`config.mk`:
```
export PLATFORM = sky130hd
export DESIGN_NAME = motor_regs_top
export DESIGN_NICKNAME = d
export VERILOG_FILES = /design/src/hdl/motor_regs_pkg.sv /design/src/hdl/motor_regs_top.sv /design/src/hdl/status_readback.sv /design/src/hdl/control_regs.sv /design/src/hdl/bus_decoder.sv
export SDC_FILE = /design/constraint.sdc
export NUM_CORES = 1
export LEC_CHECK = 0
export ABC_AREA = 1
export BUFFER_PORTS_ARGS = -buffer_cell sky130_fd_sc_hd__buf_2
export CORE_MARGIN = 2
export CORE_UTILIZATION = 41
export DETAILED_ROUTE_END_ITERATION = 6
export SETUP_SLACK_MARGIN = 0.5
export SLEW_MARGIN = 25
export SYNTH_ARGS = -nofsm -noshare
export SYNTH_HDL_FRONTEND = slang
export SYNTH_HIERARCHICAL = 1
export SYNTH_SLANG_ARGS = --single-unit
```
`constraint.sdc`:
```
create_clock -name clock -period 2.2 [get_ports clock]
set_clock_uncertainty 0.2 [all_clocks]
set_input_delay 0.22 -clock clock [delete_from_list [all_inputs] [get_ports clock]]
set_output_delay 0.22 -clock clock [all_outputs]
set_load 0.05 [all_outputs]
```
`src/hdl/motor_regs_pkg.sv`:
```
// ~~~~~~~~~~~~~~~~~~~~
// Motor register block shared definitions
// Bus layout, address map and motor control structs
// ~~~~~~~~~~~~~~~~~~~~
`default_nettype none

package motor_regs_pkg;

    typedef logic [5:0]  reg_addr_t;   // Host bus address
    typedef logic [7:0]  reg_data_t;   // One register byte
    typedef logic [4:0]  pwm_t;        // Drive PWM level
    typedef logic [11:0] angle_t;      // Rotation angle
    typedef logic [6:0]  adc_temp_t;   // Raw ADC temperature

    // Host bus, plain strobes and no handshake
    typedef struct packed {
        reg_addr_t address;
        logic      write_en;
        reg_data_t wr_data;
        logic      read_en;
    } reg_bus_t;

    typedef struct packed {
        logic brake;       // Bit 7
        logic enable;      // Bit 6
        logic direction;   // Bit 5
        pwm_t pwm;         // Bits 4..0
    } drive_ctrl_t;

    typedef struct packed {
        logic   brake;
        logic   enable;
        logic   direction;
        angle_t target_angle;  // High nibble from control, low byte from target reg
    } rotation_ctrl_t;

    typedef struct packed {
        logic      fault;
        logic      startup_fail;
        adc_temp_t adc_temp;   // Only bits 5..0 reach the status byte
    } motor_status_t;

    typedef struct packed {
        logic   angle_done;
        angle_t current_angle;
    } angle_feedback_t;

    // Broadcast addresses
    localparam reg_addr_t addr_bcast_all      = 6'h01;
    localparam reg_addr_t addr_bcast_rotation = 6'h02;
    localparam reg_addr_t addr_bcast_drive    = 6'h03;

    localparam reg_addr_t drive_base      = 6'h04;
    localparam reg_addr_t drive_stride    = 6'd2;
    localparam reg_addr_t rotation_stride = 6'd5;

    localparam int drive_off_ctrl   = 0;
    localparam int drive_off_status = 1;
    localparam int rot_off_ctrl     = 0;
    localparam int rot_off_status   = 1;
    localparam int rot_off_target   = 2;   // Target angle low byte
    localparam int rot_off_angle_lo = 3;   // Current angle low byte
    localparam int rot_off_cmd      = 4;   // Command on write, angle high on read

    localparam logic [2:0] cmd_abort_bit  = 3'd4;
    localparam logic [2:0] cmd_update_bit = 3'd5;

    // Rotation block sits right after the last drive motor
    function automatic reg_addr_t rotation_base(input int n_drive);
        return reg_addr_t'(int'(drive_base) + int'(drive_stride) * n_drive);
    endfunction

    function automatic reg_addr_t drive_addr(input int idx, input int offset);
        return reg_addr_t'(int'(drive_base) + int'(drive_stride) * idx + offset);
    endfunction

    function automatic reg_addr_t rotation_addr(input int n_drive, input int idx,
                                                input int offset);
        return reg_addr_t'(int'(rotation_base(n_drive)) + int'(rotation_stride) * idx
                           + offset);
    endfunction

endpackage

`default_nettype wire
```
`src/hdl/motor_regs_top.sv`:
```
// ~~~~~~~~~~~~~~~~~~~~
// Swerve motor register block
// Decoder, control bank and status readback
// ~~~~~~~~~~~~~~~~~~~~
`timescale 1ns/1ns
`default_nettype none

module motor_regs_top #(
    parameter int num_drive    = 4,   // Drive motors
    parameter int num_rotation = 4    // Rotation motors
) (
    input  wire                                                  clock,
    input  wire                                                  rst_n,
    input  wire motor_regs_pkg::reg_bus_t                        bus,
    input  wire motor_regs_pkg::motor_status_t [num_drive-1:0]   drive_status,
    input  wire motor_regs_pkg::motor_status_t [num_rotation-1:0] rotation_status,
    input  wire motor_regs_pkg::angle_feedback_t [num_rotation-1:0] rotation_feedback,
    output motor_regs_pkg::reg_data_t                            rd_data,
    output motor_regs_pkg::drive_ctrl_t [num_drive-1:0]          drive_ctrl,
    output motor_regs_pkg::rotation_ctrl_t [num_rotation-1:0]    rotation_ctrl,
    output logic [num_rotation-1:0]                              update_angle,
    output logic [num_rotation-1:0]                              abort_angle
);

    localparam int num_motor = num_drive + num_rotation;

    // Write strobes from the decoder
    logic [num_drive-1:0]      drive_ctrl_we;
    logic [num_rotation-1:0]   rotation_ctrl_we;
    logic [num_rotation-1:0]   rotation_target_we;
    motor_regs_pkg::reg_data_t wr_byte;

    // Stored bytes for readback
    motor_regs_pkg::reg_data_t [num_motor-1:0]    ctrl_bytes;
    motor_regs_pkg::reg_data_t [num_rotation-1:0] target_bytes;

    bus_decoder #(
        .num_drive          (num_drive),
        .num_rotation       (num_rotation)
    ) i_bus_decoder (
        .clock              (clock),
        .rst_n              (rst_n),
        .bus                (bus),
        .drive_ctrl_we      (drive_ctrl_we),
        .rotation_ctrl_we   (rotation_ctrl_we),
        .rotation_target_we (rotation_target_we),
        .wr_byte            (wr_byte),
        .update_angle       (update_angle),
        .abort_angle        (abort_angle)
    );

    control_regs #(
        .num_drive          (num_drive),
        .num_rotation       (num_rotation)
    ) i_control_regs (
        .clock              (clock),
        .rst_n              (rst_n),
        .drive_ctrl_we      (drive_ctrl_we),
        .rotation_ctrl_we   (rotation_ctrl_we),
        .rotation_target_we (rotation_target_we),
        .wr_byte            (wr_byte),
        .drive_ctrl         (drive_ctrl),
        .rotation_ctrl      (rotation_ctrl),
        .ctrl_bytes         (ctrl_bytes),
        .target_bytes       (target_bytes)
    );

    status_readback #(
        .num_drive          (num_drive),
        .num_rotation       (num_rotation)
    ) i_status_readback (
        .clock              (clock),
        .rst_n              (rst_n),
        .bus                (bus),
        .drive_status       (drive_status),
        .rotation_status    (rotation_status),
        .rotation_feedback  (rotation_feedback),
        .ctrl_bytes         (ctrl_bytes),
        .target_bytes       (target_bytes),
        .rd_data            (rd_data)
    );

endmodule

`default_nettype wire

```
`src/hdl/status_readback.sv`:
```
// ~~~~~~~~~~~~~~~~~~~~
// Status capture and readback
// Samples motor feedback, registers the read mux
// ~~~~~~~~~~~~~~~~~~~~
`timescale 1ns/1ns
`default_nettype none

module status_readback #(
    parameter int num_drive    = 4,
    parameter int num_rotation = 4
) (
    input  wire                                                  clock,
    input  wire                                                  rst_n,
    input  wire motor_regs_pkg::reg_bus_t                        bus,
    input  wire motor_regs_pkg::motor_status_t [num_drive-1:0]   drive_status,
    input  wire motor_regs_pkg::motor_status_t [num_rotation-1:0] rotation_status,
    input  wire motor_regs_pkg::angle_feedback_t [num_rotation-1:0] rotation_feedback,
    input  wire motor_regs_pkg::reg_data_t [num_drive+num_rotation-1:0] ctrl_bytes,
    input  wire motor_regs_pkg::reg_data_t [num_rotation-1:0]    target_bytes,
    output motor_regs_pkg::reg_data_t                            rd_data
);

    localparam int num_motor = num_drive + num_rotation;

    motor_regs_pkg::reg_data_t [num_motor-1:0]    status_q;    // Drive motors first
    motor_regs_pkg::reg_data_t [num_rotation-1:0] angle_lo_q;  // Current angle 7..0
    motor_regs_pkg::reg_data_t [num_rotation-1:0] angle_hi_q;  // Done flag and 11..8
    motor_regs_pkg::reg_data_t                    rd_next;

    // Fault in bit 7, startup failure in bit 6, low temperature bits below
    function automatic motor_regs_pkg::reg_data_t status_byte(
        input motor_regs_pkg::motor_status_t s
    );
        return {s.fault, s.startup_fail, s.adc_temp[5:0]};
    endfunction

    // Free-running capture of the motor side
    always_ff @(posedge clock) begin
        for (int i = 0; i < num_drive; i++) begin
            status_q[i] <= status_byte(drive_status[i]);
        end
        for (int j = 0; j < num_rotation; j++) begin
            status_q[num_drive + j] <= status_byte(rotation_status[j]);
            angle_lo_q[j] <= rotation_feedback[j].current_angle[7:0];
            angle_hi_q[j] <= {rotation_feedback[j].angle_done, 3'b000,
                              rotation_feedback[j].current_angle[11:8]};
        end
    end

    // Read mux, unmapped and write-only addresses give zero
    always_comb begin
        rd_next = '0;
        for (int i = 0; i < num_drive; i++) begin
            if (bus.address == motor_regs_pkg::drive_addr(i, motor_regs_pkg::drive_off_ctrl))
                rd_next = ctrl_bytes[i];
            if (bus.address == motor_regs_pkg::drive_addr(i, motor_regs_pkg::drive_off_status))
                rd_next = status_q[i];
        end
        for (int j = 0; j < num_rotation; j++) begin
            if (bus.address == motor_regs_pkg::rotation_addr(
                    num_drive, j, motor_regs_pkg::rot_off_ctrl))
                rd_next = ctrl_bytes[num_drive + j];
            if (bus.address == motor_regs_pkg::rotation_addr(
                    num_drive, j, motor_regs_pkg::rot_off_status))
                rd_next = status_q[num_drive + j];
            if (bus.address == motor_regs_pkg::rotation_addr(
                    num_drive, j, motor_regs_pkg::rot_off_target))
                rd_next = target_bytes[j];
            if (bus.address == motor_regs_pkg::rotation_addr(
                    num_drive, j, motor_regs_pkg::rot_off_angle_lo))
                rd_next = angle_lo_q[j];
            // Command address reads back the angle high byte
            if (bus.address == motor_regs_pkg::rotation_addr(
                    num_drive, j, motor_regs_pkg::rot_off_cmd))
                rd_next = angle_hi_q[j];
        end
    end

    // Loads only on a read strobe, holds otherwise
    always_ff @(posedge clock or negedge rst_n) begin
        if (!rst_n) begin
            rd_data <= '0;
        end else if (bus.read_en) begin
            rd_data <= rd_next;
        end
    end

endmodule

`default_nettype wire

```
`src/hdl/control_regs.sv`:
```
// ~~~~~~~~~~~~~~~~~~~~
// Motor control register bank
// Stores control and target bytes, unpacks them per motor
// ~~~~~~~~~~~~~~~~~~~~
`timescale 1ns/1ns
`default_nettype none

module control_regs #(
    parameter int num_drive    = 4,
    parameter int num_rotation = 4
) (
    input  wire                                               clock,
    input  wire                                               rst_n,
    input  wire [num_drive-1:0]                               drive_ctrl_we,
    input  wire [num_rotation-1:0]                            rotation_ctrl_we,
    input  wire [num_rotation-1:0]                            rotation_target_we,
    input  wire motor_regs_pkg::reg_data_t                    wr_byte,
    output motor_regs_pkg::drive_ctrl_t [num_drive-1:0]       drive_ctrl,
    output motor_regs_pkg::rotation_ctrl_t [num_rotation-1:0] rotation_ctrl,
    output motor_regs_pkg::reg_data_t [num_drive+num_rotation-1:0] ctrl_bytes,
    output motor_regs_pkg::reg_data_t [num_rotation-1:0]      target_bytes
);

    localparam int num_motor = num_drive + num_rotation;

    logic [num_motor-1:0] ctrl_we;  // Drive motors in the low bits

    assign ctrl_we = {rotation_ctrl_we, drive_ctrl_we};

    // Control bytes, one per motor
    always_ff @(posedge clock or negedge rst_n) begin
        if (!rst_n) begin
            ctrl_bytes <= '0;
        end else begin
            for (int m = 0; m < num_motor; m++) begin
                if (ctrl_we[m]) begin
                    ctrl_bytes[m] <= wr_byte;  // Several at once on broadcast
                end
            end
        end
    end

    // Target angle low bytes
    always_ff @(posedge clock or negedge rst_n) begin
        if (!rst_n) begin
            target_bytes <= '0;
        end else begin
            for (int j = 0; j < num_rotation; j++) begin
                if (rotation_target_we[j]) begin
                    target_bytes[j] <= wr_byte;
                end
            end
        end
    end

    // Drive byte already matches the struct bit order
    always_comb begin
        for (int i = 0; i < num_drive; i++) begin
            drive_ctrl[i] = motor_regs_pkg::drive_ctrl_t'(ctrl_bytes[i]);
        end
    end

    // Rotation control
    // Bit 4 of the control byte is stored and read back but drives nothing
    always_comb begin
        for (int j = 0; j < num_rotation; j++) begin
            rotation_ctrl[j].brake     = ctrl_bytes[num_drive + j][7];
            rotation_ctrl[j].enable    = ctrl_bytes[num_drive + j][6];
            rotation_ctrl[j].direction = ctrl_bytes[num_drive + j][5];
            // High nibble lives in the control byte
            rotation_ctrl[j].target_angle = {ctrl_bytes[num_drive + j][3:0],
                                             target_bytes[j]};
        end
    end

endmodule

`default_nettype wire

```
`src/hdl/bus_decoder.sv`:
```
// ~~~~~~~~~~~~~~~~~~~~
// Host bus write decoder
// Per-register strobes and command pulses
// ~~~~~~~~~~~~~~~~~~~~
`timescale 1ns/1ns
`default_nettype none

module bus_decoder #(
    parameter int num_drive    = 4,
    parameter int num_rotation = 4
) (
    input  wire                           clock,
    input  wire                           rst_n,
    input  wire motor_regs_pkg::reg_bus_t bus,
    output logic [num_drive-1:0]          drive_ctrl_we,      // Drive control byte
    output logic [num_rotation-1:0]       rotation_ctrl_we,   // Rotation control byte
    output logic [num_rotation-1:0]       rotation_target_we, // Target angle low byte
    output motor_regs_pkg::reg_data_t     wr_byte,
    output logic [num_rotation-1:0]       update_angle,       // One-cycle pulse
    output logic [num_rotation-1:0]       abort_angle         // One-cycle pulse
);

    logic                    bcast_drive;     // Broadcast that reaches drive motors
    logic                    bcast_rotation;  // Broadcast that reaches rotation motors
    logic [num_rotation-1:0] cmd_hit;         // Write to a command address

    // 0x01 hits everyone, 0x03 only drive motors
    assign bcast_drive = (bus.address == motor_regs_pkg::addr_bcast_all)
                      || (bus.address == motor_regs_pkg::addr_bcast_drive);
    // 0x02 only rotation motors
    assign bcast_rotation = (bus.address == motor_regs_pkg::addr_bcast_all)
                         || (bus.address == motor_regs_pkg::addr_bcast_rotation);

    assign wr_byte = bus.wr_data;  // Same byte goes to every strobed register

    // Drive control strobes
    always_comb begin
        for (int i = 0; i < num_drive; i++) begin
            drive_ctrl_we[i] = bus.write_en
                && (bcast_drive
                    || bus.address == motor_regs_pkg::drive_addr(
                           i, motor_regs_pkg::drive_off_ctrl));
        end
    end

    // Rotation strobes, broadcasts only touch control bytes
    always_comb begin
        for (int j = 0; j < num_rotation; j++) begin
            rotation_ctrl_we[j] = bus.write_en
                && (bcast_rotation
                    || bus.address == motor_regs_pkg::rotation_addr(
                           num_drive, j, motor_regs_pkg::rot_off_ctrl));
            rotation_target_we[j] = bus.write_en
                && bus.address == motor_regs_pkg::rotation_addr(
                       num_drive, j, motor_regs_pkg::rot_off_target);
            cmd_hit[j] = bus.write_en
                && bus.address == motor_regs_pkg::rotation_addr(
                       num_drive, j, motor_regs_pkg::rot_off_cmd);
        end
    end

    // Command bits turn into pulses the cycle after the write
    always_ff @(posedge clock or negedge rst_n) begin
        if (!rst_n) begin
            update_angle <= '0;
            abort_angle  <= '0;
        end else begin
            // Only the addressed motor, both bits may fire together
            update_angle <= cmd_hit
                          & {num_rotation{bus.wr_data[motor_regs_pkg::cmd_update_bit]}};
            abort_angle  <= cmd_hit
                          & {num_rotation{bus.wr_data[motor_regs_pkg::cmd_abort_bit]}};
        end
    end

endmodule

`default_nettype wire

```
Yosys cells after proc, flatten, opt, wreduce, memory -nomap -nowiden
Cells that the tools add are included.

storage, ports and cells
  flip-flop bits (word level) = 228
  input bits = 142
  output and inout bits = 108
  logic and storage cells = 118

operators by class
  equality and inequality tests = 31
  mux-type cells = 28
  bitwise operators = 2
  reductions and logical operators = 26

operator list
  operator                                             number
  2-to-1 mux 8 bit                                     28
  equality test 6 x 5 -> 1 bit, second input constant  16
  equality test 6 x 4 -> 1 bit, second input constant  8
  equality test 6 x 3 -> 1 bit, second input constant  4
  logical AND 1 bit                                    16
  equality test 6 x 2 -> 1 bit, second input constant  2
  logical OR 1 bit                                     10
  bitwise AND 4 bit                                    2
  equality test 6 x 1 -> 1 bit, second input constant  1

Depth between registers and ports, before layout
  word-level depth = 29
  depth in mapped cells = 22
  depth with buffers taken out = 22

Hierarchy
Netlist, hierarchy kept.

by module, submodules not included
  module           instances  cells each  area an instance (um^2)  seq. area each (um^2)
  status_readback  1          618         4,647.0                  2,522.4
  control_regs     1          508         4,414.2                  2,402.3
  bus_decoder      1          73          523.0                    200.2

Worst setup path after synthesis
No wires, ideal clock.

  path type = input-to-reg
  start point = in bus[14] (netlist bit)
  end point = reg i_status_readback.rd_data[1]
  library setup time = 0.119 ns
  arrival time = 1.763 ns
  data required time = 1.881 ns
  setup slack = 0.117 ns
  stages = 19
  buffers on the path = 0
  cell sequence = nor2_2 inv_2 nor2_8 inv_2 or2_0 nand2_1 nand4_1 nor2_1 nand3_1 nand2_1 nand3_1 nand2_1 nand4_1 nor2_1 nand3_1 nand2_1 nand4_1 nor2_1 nor2_1

on the way
  word-level cells in the longest chain between the ends = 29
  elaborated cells between the ends (all ways) = 56
  classes of those cells = eq/ne (28); mux (28)

RTL lines
  element                       line                   text
  start: declaration            motor_regs_top.sv:14   input wire motor_regs_pkg::reg_bus_t bus,
  equality test 6 x 3 -> 1 bit  status_readback.sv:54  if (bus.address == motor_regs_pkg::drive_addr(i, motor_regs_pkg::drive_off_ctrl))
  2-to-1 mux 8 bit              status_readback.sv:54
  2-to-1 mux 8 bit              status_readback.sv:56  if (bus.address == motor_regs_pkg::drive_addr(i, motor_regs_pkg::drive_off_status))
  2-to-1 mux 8 bit              status_readback.sv:54
  2-to-1 mux 8 bit              status_readback.sv:56
  2-to-1 mux 8 bit              status_readback.sv:54
  2-to-1 mux 8 bit              status_readback.sv:56
  2-to-1 mux 8 bit              status_readback.sv:54
  [... 13 more ...]             -
  2-to-1 mux 8 bit              status_readback.sv:66  if (bus.address == motor_regs_pkg::rotation_addr(
  2-to-1 mux 8 bit              status_readback.sv:69  if (bus.address == motor_regs_pkg::rotation_addr(
  2-to-1 mux 8 bit              status_readback.sv:73  if (bus.address == motor_regs_pkg::rotation_addr(
  2-to-1 mux 8 bit              status_readback.sv:60  if (bus.address == motor_regs_pkg::rotation_addr(
  2-to-1 mux 8 bit              status_readback.sv:63  if (bus.address == motor_regs_pkg::rotation_addr(
  2-to-1 mux 8 bit              status_readback.sv:66
  2-to-1 mux 8 bit              status_readback.sv:69
  2-to-1 mux 8 bit (*)          status_readback.sv:73
  end signal: assignment        status_readback.sv:84  rd_data <= rd_next;
  end: declaration              status_readback.sv:20  output motor_regs_pkg::reg_data_t rd_data

Every way passes the cells marked *; elsewhere a longest branch is shown, timed or not.
A chain may end at the register's enable or synchronous reset.

Worst setup path in the final report
  start point = reg i_control_regs/ctrl_bytes[1] (netlist bit)
  end point = reg i_status_readback.rd_data[1]

on the way
  word-level cells in the longest chain between the ends = 28

RTL lines
  element                           line                   text
  start: declaration                control_regs.sv:20     output motor_regs_pkg::reg_data_t [num_drive+num_rotation-1:0] ctrl_bytes,
  start signal: indexed assignment  control_regs.sv:37     ctrl_bytes[m] <= wr_byte;
  2-to-1 mux 8 bit                  status_readback.sv:54
  2-to-1 mux 8 bit                  status_readback.sv:56
  2-to-1 mux 8 bit                  status_readback.sv:54
  2-to-1 mux 8 bit                  status_readback.sv:56
  2-to-1 mux 8 bit                  status_readback.sv:54
  2-to-1 mux 8 bit                  status_readback.sv:56
  2-to-1 mux 8 bit                  status_readback.sv:54
  2-to-1 mux 8 bit                  status_readback.sv:56
  [... 12 more ...]                 -
  2-to-1 mux 8 bit                  status_readback.sv:66
  2-to-1 mux 8 bit                  status_readback.sv:69
  2-to-1 mux 8 bit                  status_readback.sv:73
  2-to-1 mux 8 bit                  status_readback.sv:60
  2-to-1 mux 8 bit                  status_readback.sv:63
  2-to-1 mux 8 bit                  status_readback.sv:66
  2-to-1 mux 8 bit                  status_readback.sv:69
  2-to-1 mux 8 bit                  status_readback.sv:73

Every way passes these cells.

==> impl_results.md <==
- Yosys cell types: 27
- Yosys reg bits: 228
- Synth Cell Area: 9580 µm²
- Critical path origin: i_control_regs/ctrl_bytes[1]
- Final instance area: 13500 µm²
- Commonest cells after routing, fill and taps aside: 515 x nand2_1, 223 x buf_2, 128 x dlygate4sd3_1
- Fin. Hold Viols: 0
- Layout cell share with drive strength beyond 1: 29.0%
- Synth Warn #: 6
- RSZ-0062 raised after global routing: true
- Critical path launch point type: flop
- Comb pwr share: 25.1%
- Clock share of power: 33.7%
- Post-Syn Nets: 1341
- Compound-cell area share of the yosys netlist: 1.70%
- H-tree depth: 1
- Core ar.: 22800 µm²
- Worst vdd ir: 0.000731 V
- Critical Path Sink: i_status_readback/rd_data[1]
- CTS Buf Count: 24
- CP delay by family, top: simple AND/OR/NAND/NOR gates
- Gr usage total: 26.5%
- Fmax achieved: 0.394 GHz
- Residual DRC count: 0
- Post-DP Area: 11100 µm²
- Failing checks: negative setup slack
- CP Capture Type: flop
- Die Span Y: 157 µm
- Slowest stage delay, CP: 410 ps
- Fin Hold WS: 58.3 ps
- Gr ovfl total: 0
- Die W: 157 µm
- Initial antenna violation count: 3
- Worst slew pin tran: 491 ps
- Worst Hold Class: input pin to flop
- Die ar.: 24600 µm²
- Area of the multi-input gates: 3260 µm²
- Simple-gate portion of the synthesized area: 31.2%
- Worst R2R Setup Slack: -340 ps
- Root buffer cell: clkbuf_16
- Reg-to-Reg Start: i_control_regs/ctrl_bytes[1]
- Worst path bufs/invs: 0
- Vias in the first global route: 8956
- Setup ws final: -337 ps
- Fillers: 2007
- Outcome: finished, violations left
- Commonest non-fill, non-tap cell in the layout: nand2_1
- Static Leakage: 7.08 nW
- Post-layout min period: 2540 ps
- Critical setup path kind: flop to flop
- Sequential area share after synthesis: 53.5%
- Router iterations before antenna repair: 5
- Endpoints failing setup: 5
- Hpwl dp: 23.1 mm
- Final worst-path cycle share: 115%
- Adder-Cell Fraction of Synth Area: 0%
- Crit-path cells: nand4_1 -> nand2_1 -> nor2_1 -> nand4_1 -> nand2_1 -> nand4_1 -> nor2_1 -> nand3_1 -> nand2_1 -> nand3_1 -> nand2_1 -> nand4_1 -> nor2_1 -> nand3_1 -> nand2_2 -> nand4_1 -> nor2_1 -> nor2_1
- Relative slew slack: 67.3%
- Reg2reg end: i_status_readback/rd_data[1]
- IO Port Bufs: 241
- CP arrival: 2740 ps
- Mapped Cells: 1199
- Starting density of the core: 42.1%
- DR vias: 8918
- Critical Path Fanout Max: 2
- Switching Share: 33.9%
- Worst Path Required: 2400 ps
- Post-synthesis xor/xnor area fraction: 0%
- DR vias/cell: 4.65
- Routed Wire Length: 32.8 mm
- Sequential Area: 5120 µm²
- WL/cell: 17.1 µm
- Clock Latency Late Sink: 520 ps
- Maximum root-to-sink buffer count: 3
- Largest net degree at the start of global routing: 49
- Register share of total power: 41.1%
- Worst path depth: 18
- Antenna-violating nets left: 0
- Gp weighted congestion: 0.958
- Slew Viols, Final: 0
- Worst Reg-to-Reg Cells: 18
- CTS tree: yes
- Clock-pin slew on the worst setup and hold paths: 60 ps
- Mux cell area share after synthesis: 0%
- First-pass GRT wire length: 49.7 mm
- Nets@finish: 1727
- I/O pin cnt: 250
- Layout area overhead: 40.4%
- Cell-internal power: 8.15 mW
- DR iter-0 viols: 559
- CTS sink count: 228
- Power per cell area: 916 nW/µm²
- Row cnt: 55
- Critical Path Slowest Stage Cell: dfrtp_1
- Max-Cap Viols: 0
- Largest family of logic cells by synthesized area: simple AND/OR/NAND/NOR gates
- Psw: 4.18 mW
- Syn Area/Cell: 7.99 µm²
worst register-to-register path, cell delays in order, from the launching register on:
cell     delay, ps
dfrtp_1        410
nand4_1        100
nand2_1         60
nor2_1          80
nand4_1        140
nand2_1        120
nand4_1        100
nor2_1         150
nand3_1        110
nand2_1         90
nand3_1         80
nand2_1         70
nand4_1        150
nor2_1         160
nand3_1        100
nand2_2        100
nand4_1         80
nor2_1         100
nor2_1          50
power by group through the flow:
stage,Sequential [mW],Clock (mW),Combinational [mW]
global route,5.11,4.41,3.28
detailed placement,5.12,0,2.74
floorplan,5.31,0,1.96
finish,5.07,4.15,3.10
global placement,5.12,0,2.71
CTS,5.05,4.23,3.00
stage by stage:
stage | instances | total power, mW | util [%] | setup TNS, ps | setup slack, ps
CTS | 1912 | 12.3 | 58.4 | -775 | -306
detailed placement | 1739 | 7.86 | 48.7 | -3670 | -628
global route | 1916 | 12.8 | 59.0 | -2310 | -520
global placement | 1739 | 7.83 | 48.7 | -3240 | -612
floorplan | 1199 | 7.27 | - | 0 | 194
finish | 1917 | 12.3 | 59.1 | -972 | -337
registers in the layout, summed over array words and instances (netlist names):
signal	flops
i_control_regs/ctrl_bytes	64
i_bus_decoder/abort_angle	4
i_control_regs/rotation_ctrl	32
i_status_readback/angle_hi_q	20
i_status_readback/angle_lo_q	32
i_status_readback/rd_data	8
i_bus_decoder/update_angle	4
i_status_readback/status_q	64
worst min-delay path by stage:
stage	startpoint	to	slack, ps	cells past startpoint
final	bus[9]	i_bus_decoder/abort_angle[1]	60	5
after global placement	rst_n	i_control_regs/ctrl_bytes[27]	-60	1
after global routing	bus[9]	i_bus_decoder/update_angle[1]	90	5
after floorplan	rst_n	i_bus_decoder/abort_angle[0]	-280	0
after detailed placement	rst_n	i_control_regs/ctrl_bytes[39]	-70	1
after CTS	bus[9]	i_bus_decoder/abort_angle[1]	40	5
metal layers:
| layer | GRT usage [%] | wire length, µm | share of wire (%) |
|---|---|---|---|
| met5 | 0 | 13 | 0.040 |
| met4 | 5.81 | 770 | 2.3 |
| met3 | 5.84 | 2640 | 8.0 |
| met2 | 42.8 | 15000 | 46 |
| met1 | 36.7 | 14400 | 44 |
final cells by class:
cell class              count  share of cell area, %
diodes                      2                 0.0372
clock buffers              37                   5.68
clock inverters             6                  0.428
inverters                  92                   2.59
multi-input cells         756                   24.2
flip-flops and latches    228                   38.1
well taps                 313                   2.91
repair buffers            483                   26.0
cells in the mapped netlist:
cell        n  area share (%)
a221oi_1    2            0.18
nand2_2     1           0.065
nor3_1      9            0.47
inv_2      17            0.67
or2_0       2            0.13
clkbuf_1    1           0.039
nand3_1    29             1.5
and3_1      3            0.20
or2_2      11            0.72
o21ai_0     6            0.31
nor2_8      1            0.21
o21ai_1     2            0.10
nor3b_1     3            0.23
dfrtp_1   112              29
nand4_1    39             2.5
nor2_2      4            0.26
a21oi_1    21             1.1
inv_1      75             2.9
nor2_1     95             3.7
dfxtp_1   116              24
buf_4     108             8.5
nor2_4      3            0.35
buf_2       2            0.10
nand3_2     3            0.31
buf_6      12             1.4
nand2_1   521              20
nand3b_1    1           0.078
timing repair:
item                                    4_1_cts  5_1_grt
hold endpoints to repair                    333       18
hold buffers                                128        1
endpoints found under the setup margin       18       41
setup buffers                                 2        3
pin swaps                                    13       27
resized for setup                            30       41
cell families after synthesis:
kind of cell | Yosys count
compound gates | 31
buf+inv | 215
flops | 228
simple gates | 725
(Power assumes the default switching activity.)
